**src/rtl/mem_access_consts.svh**
```systemverilog
/*
 * Fixed constants of the memory-access front end: segment decode, physical
 * mask, MIPS address-error codes and pipeline stage indices.
 */
`ifndef MEM_ACCESS_CONSTS_SVH
`define MEM_ACCESS_CONSTS_SVH

// Lowest of the three segment select bits (31:29).
`define MA_KSEG1_BIT 29

// kseg0 and kseg1 map onto the low 512 MB.
`define MA_PHYS_MASK 32'h1FFF_FFFF

// Config.K0 value for cacheable, noncoherent kseg0.
`define MA_K0_CACHED 3'd3

// Cause.ExcCode values.
`define MA_EXC_ADEL 5'd4
`define MA_EXC_ADES 5'd5

// Bit positions in the stage vector.
`define MA_STAGE_IF  0
`define MA_STAGE_ID  1
`define MA_STAGE_EX  2
`define MA_STAGE_MEM 3
`define MA_STAGE_WB  4

`endif

```
**src/rtl/mem_access_pkg.sv**
```systemverilog
/*
 * Types shared by the translators, the exception controller and the top
 * level. Compile before any other RTL file.
 */
`include "mem_access_consts.svh"

package mem_access_pkg;

    // Virtual address as issued by the core.
    typedef logic [31:0] vaddr_t;

    // Physical address as seen by the bus.
    typedef logic [31:0] paddr_t;

    typedef logic [31:0] data_t;

    // One write strobe per byte lane.
    typedef logic [3:0] byte_en_t;

    // Encoded as the log2 of the byte count, as on the bus.
    typedef enum logic [1:0] {
        SIZE_BYTE = 2'd0,
        SIZE_HALF = 2'd1,
        SIZE_WORD = 2'd2
    } acc_size_t;

    // Cacheability field of the Config register.
    typedef logic [2:0] k0_t;

    typedef logic [4:0] exc_code_t;

    // Bit 0 is IF and bit 4 is WB.
    typedef logic [`MA_STAGE_WB:`MA_STAGE_IF] stage_vec_t;

endpackage

```
**src/rtl/mmu_xlate.sv**
```systemverilog
/*
 * Fixed-mapping address translator. One instance serves instruction fetch
 * and one serves data access; each drives its own bus request.
 */
`include "mem_access_consts.svh"

module mmu_xlate (
    input  logic                   en_i,
    input  mem_access_pkg::vaddr_t vaddr_i,
    input  logic                   user_mode_i,
    input  mem_access_pkg::k0_t    k0_i,
    input  logic                   exc_flag_i,
    output logic                   bus_en_o,
    output mem_access_pkg::paddr_t bus_paddr_o,
    output logic                   bus_cached_o,
    output logic                   priv_err_o
);

    import mem_access_pkg::*;

    localparam logic [2:0] SEG_KSEG0 = 3'b100;
    localparam logic [2:0] SEG_KSEG1 = 3'b101;

    logic [2:0] seg;
    logic       unmapped;
    logic       cached;
    paddr_t     masked_addr;

    assign seg         = vaddr_i[$high(vaddr_i):`MA_KSEG1_BIT];
    assign masked_addr = paddr_t'(vaddr_i) & `MA_PHYS_MASK;

    // kuseg, kseg2 and kseg3 are passed through and always cached.
    always_comb begin
        unmapped = 1'b0;
        cached   = 1'b1;
        case (seg)
            SEG_KSEG0: begin
                unmapped = 1'b1;
                cached   = (k0_i == `MA_K0_CACHED);
            end
            SEG_KSEG1: begin
                unmapped = 1'b1;
                cached   = 1'b0;
            end
            default: begin
                unmapped = 1'b0;
                cached   = 1'b1;
            end
        endcase
    end

    assign bus_paddr_o  = unmapped ? masked_addr : paddr_t'(vaddr_i);
    assign bus_cached_o = cached;

    // User mode may only reach kuseg.
    assign priv_err_o = en_i & user_mode_i & vaddr_i[$high(vaddr_i)];

    // An access that faults anywhere is never put on the bus.
    assign bus_en_o = en_i & ~priv_err_o & ~exc_flag_i;

endmodule

```
**src/rtl/addr_exc_ctrl.sv**
```systemverilog
/*
 * Address exception and stall control. Merges privilege and alignment errors
 * of both sides, records the winning exception and builds the stall vector.
 */
`include "mem_access_consts.svh"

module addr_exc_ctrl (
    input  logic                       clk,
    input  logic                       arst_n_i,
    input  logic                       if_en_i,
    input  mem_access_pkg::vaddr_t     if_vaddr_i,
    input  logic                       if_priv_err_i,
    input  logic                       d_en_i,
    input  logic                       d_write_i,
    input  mem_access_pkg::vaddr_t     d_vaddr_i,
    input  mem_access_pkg::acc_size_t  d_size_i,
    input  logic                       d_priv_err_i,
    input  logic                       ibus_streq_i,
    input  logic                       dbus_streq_i,
    output logic                       exc_flag_o,
    output mem_access_pkg::stage_vec_t stall_o,
    output logic                       exc_valid_o,
    output mem_access_pkg::exc_code_t  exc_code_o,
    output mem_access_pkg::vaddr_t     bad_vaddr_o
);

    import mem_access_pkg::*;

    logic      if_misalign;
    logic      d_misalign;
    logic      if_err;
    logic      d_err;
    exc_code_t exc_code_d;
    vaddr_t    bad_vaddr_d;

    assign if_misalign = if_en_i & (|if_vaddr_i[1:0]); // Fetches are always words.

    always_comb begin
        d_misalign = 1'b0;
        if (d_en_i) begin
            case (d_size_i)
                SIZE_HALF: d_misalign = d_vaddr_i[0];
                SIZE_WORD: d_misalign = |d_vaddr_i[1:0];
                default:   d_misalign = 1'b0; // Byte accesses cannot be misaligned.
            endcase
        end
    end

    assign if_err     = if_priv_err_i | if_misalign;
    assign d_err      = d_priv_err_i | d_misalign;
    assign exc_flag_o = if_err | d_err;

    // The data side belongs to the older instruction, so it wins.
    always_comb begin
        if (d_err) begin
            exc_code_d  = d_write_i ? `MA_EXC_ADES : `MA_EXC_ADEL;
            bad_vaddr_d = d_vaddr_i;
        end else begin
            exc_code_d  = `MA_EXC_ADEL;
            bad_vaddr_d = if_vaddr_i;
        end
    end

    // A data stall holds everything up to MEM; WB always drains.
    always_comb begin
        stall_o = '0;
        if (dbus_streq_i) begin
            stall_o[`MA_STAGE_MEM:`MA_STAGE_IF] = '1;
        end else if (ibus_streq_i) begin
            stall_o[`MA_STAGE_IF] = 1'b1;
        end
    end

    always_ff @(posedge clk or negedge arst_n_i) begin
        if (!arst_n_i) begin
            exc_valid_o <= 1'b0;
            exc_code_o  <= '0;
            bad_vaddr_o <= '0;
        end else begin
            exc_valid_o <= exc_flag_o;
            if (exc_flag_o) begin
                exc_code_o  <= exc_code_d;
                bad_vaddr_o <= bad_vaddr_d; // Held until the next exception.
            end
        end
    end

endmodule

```
**src/rtl/mem_access_top.sv**
```systemverilog
/*
 * Memory-access front end of the core. Translates fetch and data addresses
 * in fixed-mapping mode, drives both buses and reports address exceptions.
 */
`include "mem_access_consts.svh"

module mem_access_top (
    input  logic                       clk,
    input  logic                       arst_n_i,
    input  logic                       user_mode_i,
    input  mem_access_pkg::k0_t        k0_i,

    input  logic                       if_en_i,
    input  mem_access_pkg::vaddr_t     if_vaddr_i,
    output logic                       ibus_en_o,
    output mem_access_pkg::paddr_t     ibus_addr_o,
    output logic                       ibus_cached_o,
    input  logic                       ibus_streq_i,
    output logic                       ibus_stall_o,

    input  logic                       d_en_i,
    input  mem_access_pkg::vaddr_t     d_vaddr_i,
    input  mem_access_pkg::byte_en_t   d_wen_i,
    input  mem_access_pkg::data_t      d_wdata_i,
    input  mem_access_pkg::acc_size_t  d_size_i,
    output logic                       dbus_en_o,
    output mem_access_pkg::paddr_t     dbus_addr_o,
    output logic                       dbus_cached_o,
    output mem_access_pkg::byte_en_t   dbus_wen_o,
    output mem_access_pkg::data_t      dbus_wdata_o,
    output mem_access_pkg::acc_size_t  dbus_size_o,
    input  logic                       dbus_streq_i,
    output logic                       dbus_stall_o,

    output mem_access_pkg::stage_vec_t stall_o,
    output logic                       exc_valid_o,
    output mem_access_pkg::exc_code_t  exc_code_o,
    output mem_access_pkg::vaddr_t     bad_vaddr_o
);

    logic if_priv_err;
    logic d_priv_err;
    logic exc_flag;
    logic d_write;

    assign d_write = |d_wen_i; // Any strobe makes it a store.

    // Strobes, data and size bypass translation.
    assign dbus_wen_o   = d_wen_i;
    assign dbus_wdata_o = d_wdata_i;
    assign dbus_size_o  = d_size_i;

    assign ibus_stall_o = stall_o[`MA_STAGE_IF];
    assign dbus_stall_o = stall_o[`MA_STAGE_MEM];

    mmu_xlate u_immu (
        .en_i         (if_en_i      ),
        .vaddr_i      (if_vaddr_i   ),
        .user_mode_i  (user_mode_i  ),
        .k0_i         (k0_i         ),
        .exc_flag_i   (exc_flag     ),
        .bus_en_o     (ibus_en_o    ),
        .bus_paddr_o  (ibus_addr_o  ),
        .bus_cached_o (ibus_cached_o),
        .priv_err_o   (if_priv_err  )
    );

    mmu_xlate u_dmmu (
        .en_i         (d_en_i       ),
        .vaddr_i      (d_vaddr_i    ),
        .user_mode_i  (user_mode_i  ),
        .k0_i         (k0_i         ),
        .exc_flag_i   (exc_flag     ),
        .bus_en_o     (dbus_en_o    ),
        .bus_paddr_o  (dbus_addr_o  ),
        .bus_cached_o (dbus_cached_o),
        .priv_err_o   (d_priv_err   )
    );

    addr_exc_ctrl u_exc (
        .clk           (clk          ),
        .arst_n_i      (arst_n_i     ),
        .if_en_i       (if_en_i      ),
        .if_vaddr_i    (if_vaddr_i   ),
        .if_priv_err_i (if_priv_err  ),
        .d_en_i        (d_en_i       ),
        .d_write_i     (d_write      ),
        .d_vaddr_i     (d_vaddr_i    ),
        .d_size_i      (d_size_i     ),
        .d_priv_err_i  (d_priv_err   ),
        .ibus_streq_i  (ibus_streq_i ),
        .dbus_streq_i  (dbus_streq_i ),
        .exc_flag_o    (exc_flag     ),
        .stall_o       (stall_o      ),
        .exc_valid_o   (exc_valid_o  ),
        .exc_code_o    (exc_code_o   ),
        .bad_vaddr_o   (bad_vaddr_o  )
    );

endmodule

```
**config.mk**
```make
export PLATFORM = sky130hd
export DESIGN_NAME = mem_access_top
export DESIGN_NICKNAME = d
export VERILOG_FILES = /design/src/rtl/mem_access_pkg.sv /design/src/rtl/mmu_xlate.sv /design/src/rtl/addr_exc_ctrl.sv /design/src/rtl/mem_access_top.sv
export VERILOG_INCLUDE_DIRS = /design/src /design/src/rtl
export SDC_FILE = /design/constraint.sdc
export NUM_CORES = 1
export LEC_CHECK = 0
export ABC_AREA = 1
export BUFFER_PORTS_ARGS = -buffer_cell sky130_fd_sc_hd__buf_2
export CAP_MARGIN = 25
export CORE_AREA = 2 2 101 103
export CTS_BUF_LIST = sky130_fd_sc_hd__clkbuf_8
export DETAILED_ROUTE_END_ITERATION = 16
export DIE_AREA = 0 0 103 105
export PLACE_DENSITY = 0.68
export SLEW_MARGIN = 20
export SYNTH_ARGS = -nofsm -noshare
export SYNTH_HDL_FRONTEND = slang
export SYNTH_SLANG_ARGS = --single-unit
```
**constraint.sdc**
```tcl
create_clock -name clk -period 3.3 [get_ports clk]
set_input_delay 0.495 -clock clk [delete_from_list [all_inputs] [get_ports clk]]
set_output_delay 0.495 -clock clk [all_outputs]
set_load 0.01 [all_outputs]
```
==> metrics.md <==
| Metric | Value |
|---|---|
| Clk root buf | `clkbuf_8` |
| Share of the synthesized area in the top cell type | `between 20 and 30%` |
| Number of global-route vias before repair | `~2800` |
| Distinct cells, synth | `23` |
| CP bufs+invs | `3` |
| Initial DRT Pass Iterations | `4` |
| Yosys Warn Count | `0` |
| Total CTS buffers | `5` |
| Tmin final | `between 2 and 2.5 ns` |
| Most used cell along the critical path | `buf_2` |
| Final setup fails | `0` |
| Clock power share | `a little over a quarter` |
| Leakage | `between 2 and 2.5 nW` |
| Post-Syn Area per Cell | `roughly 7 um2` |
| Final core utilization | `between 30% and 40%` |
| DIE AREA | `10800 um2` |
| Post-synth EDFFs | `0` |
| Fin. max-slew vios | `0` |
| Primary FF master, synth | `dfrtp_1` |
| Die Y | `approximately 110 um` |
| Max Clock Freq | `between 400 and 500 MHz` |
| FF-to-FF setup slack | `2.59 ns` |
| Vias per cell | `~4.5` |
| P per Cell Area | `393 nW/um2` |
| Post-DP Area | `roughly 3300 um2` |
| Total Neg Setup Slack | `0 ns` |
| Cell family with most CP delay | `simple AND/OR/NAND/NOR gates` |
| RSZ-0062 raised after global routing | `false` |
| Worst r2r src | `u_exc.exc_code_o[2]` |
| Sw Pwr | `roughly 0.47 mW` |
| Switching Share | `34.9%` |
| CP Capture Type | `primary output` |
| Synth Register Bits | `35` |
| GRT Overall Usage | `~15%` |
| Worst path depth | `7` |
| Clock Tree Buf Depth | `2` |
| Ys async rst share | `100%` |
| First-pass GRT wire length | `about 13000 um` |
| Gpl congestion | `between 0.7 and 0.8` |
| Worst Skew | `0 ns` |
| CTS H-tree lvls | `2` |
| Post-CTS sizing | `0` |
| I/O Pins | `between 200 and 300` |
| Critical R2R Capture | `u_exc.exc_code_o[2]` |
| Top post-synthesis cells by area | `dfrtp_1, buf_4, nand2_1, nand3_1, nand4_1` |
| CP Cell Sequence | `buf_2 > nand2_1 > inv_2 > nand2_2 > nand3_2 > nor2_1 > buf_2` |
| CP endpoint | `ibus_en_o` |
| CP startpoint kind | `primary input` |
| Grt ovf | `0` |
| Core area | `9640 um2` |
| Sequential area share after synthesis | `28.6%` |
| Gate power share | `approximately a third` |
| Iter 0 DRT Violations | `roughly 120` |
| I/O Buffers | `194` |
| Post-Place Cells | `roughly 650` |
| Setup bufs post-CTS | `0` |
| Most common cell after layout, fill and taps aside | `buf_2` |
| WP data required | `around 2.8 ns` |
| R2r worst-path depth | `1` |
| Hold slack | `~0.31 ns` |
| Clk sinks | `35` |
| Area grow syn2layout | `11.5%` |
| Wirelength per Cell | `13.1 um` |
| Final non-filler cell total | `roughly 650` |
| Worst path slowest cell | `nand2_2` |
| Hold Path Class | `in -> async` |
| Hold buffer count at CTS | `0` |
| Arr. time, crit path | `between 1.5 and 2 ns` |
| Flop pwr share | `40.1%` |
| CTS tree | `built` |
| Peak VDD IR | `0.150 mV` |
| Crit path max fanout | `34` |
| Share of cells above drive strength 1 | `41.5%` |
| Largest net degree at the start of global routing | `36` |
| Slew HR | `42.7%` |
| Largest area contributor in the synthesized netlist | `dfrtp_1` |
| Max Cap Viol | `0` |
| Design area | `between 3000 and 4000 um2` |
| CP Launch Point | `d_en_i` |
| Starting density of the core | `31.7%` |
| Final Hold Viols | `0` |
| Initial antenna violation count | `0` |
| CTS clk-pin slew, worst paths | `0.08 ns` |
| Int Pwr | `about 0.87 mW` |
| Antenna cell count | `0` |
| Synthesized area | `around 3100 um2` |
| DRC viols | `0` |
| Worst slew pin tran | `approximately 0.86 ns` |
| Outcome | `finished clean` |
| Core Rows | `36` |
| CP peak stage delay | `about 0.44 ns` |
| Routed Antenna Nets | `0` |
| DP Wirelength | `approximately 6500 um` |
| Vias | `around 3000` |
| Tcrit/Tclk final | `between 60% and 70%` |
| Synthesized instance count | `roughly 440` |
| Commonest non-fill, non-tap cells in the layout | `buf_2, nand2_1, nand3_1` |
| CP Class | `in -> out` |
| Clock latency on the worst-skew pair | `roughly 0.28 ns` |
| Chip width | `103 um` |
| Routed wire length | `8570 um` |
| Fin nets | `633` |
==> cell type report <==
cell class                      instances  area, um2
Fill cell                            1064       6230
Multi-Input combinational cell        232       1080
Timing Repair Buffer                  201       1020
Sequential cell                        35        876
Tap cell                              133        166
Inverter                               44        165
Clock buffer                            7       96.3
Clock inverter                          1       3.75
==> power groups by stage <==
stage	sequential (mW)	clock [mW]	combinational (mW)
after global placement	0.544	0	0.453
after detailed placement	0.544	0	0.460
final	0.537	0.348	0.455
after CTS	0.537	0.366	0.461
after global routing	0.544	0.374	0.513
after floorplan	0.572	0	0.308
==> flip-flops by register name (all words and copies together) (netlist names) <==
register and count:
u_exc.exc_code_o 2, u_exc.bad_vaddr_o 32, u_exc.exc_valid_o 1
==> layer usage <==
layer  wire (um)  track usage [%]
met5           0                0
met4         121             4.42
met3         630             2.94
met2        4420             27.6
met1        3400             17.4
==> worst min-delay path by stage <==
stage                              from              endpoint  slack [ns]  cells after the start
floorplan                      arst_n_i  u_exc.bad_vaddr_o[0]        0.20                      0
global placement    u_exc.exc_code_o[2]   u_exc.exc_code_o[2]        0.45                      1
detailed placement  u_exc.exc_code_o[2]   u_exc.exc_code_o[2]        0.46                      1
CTS                            arst_n_i   u_exc.exc_code_o[2]        0.33                      1
global route                   arst_n_i   u_exc.exc_code_o[2]        0.37                      1
finish                         arst_n_i   u_exc.exc_code_o[2]        0.31                      1
==> logic make-up (layout without fill, tap and decap cells) <==
family,count (synthesis),after routing,synth area share (%)
fa+ha+maj,2,2,0.818
simple gates,222,222,33.2
other cells,1,4,0.123
buf+inv,178,253,36.6
flops,35,35,28.6
compound gates,4,4,0.654
==> stage by stage <==
stage,power [mW],setup slack (ns)
floorplan,0.880,1.42
global placement,0.997,1.17
detailed placement,1.00,1.14
CTS,1.36,1.15
global route,1.43,1.04
finish,1.34,1.17
==> synth_stat cells (2+ instances only) <==
cell type,instances
buf_4,110
inv_1,41
ha_1,2
inv_2,3
clkbuf_1,3
buf_6,2
nor2_1,9
dfrtp_1,35
o21ai_0,2
nand3_1,63
nand2_1,111
buf_2,18
nand4_1,33
No activity file was read; power rests on OpenSTA's default activity.
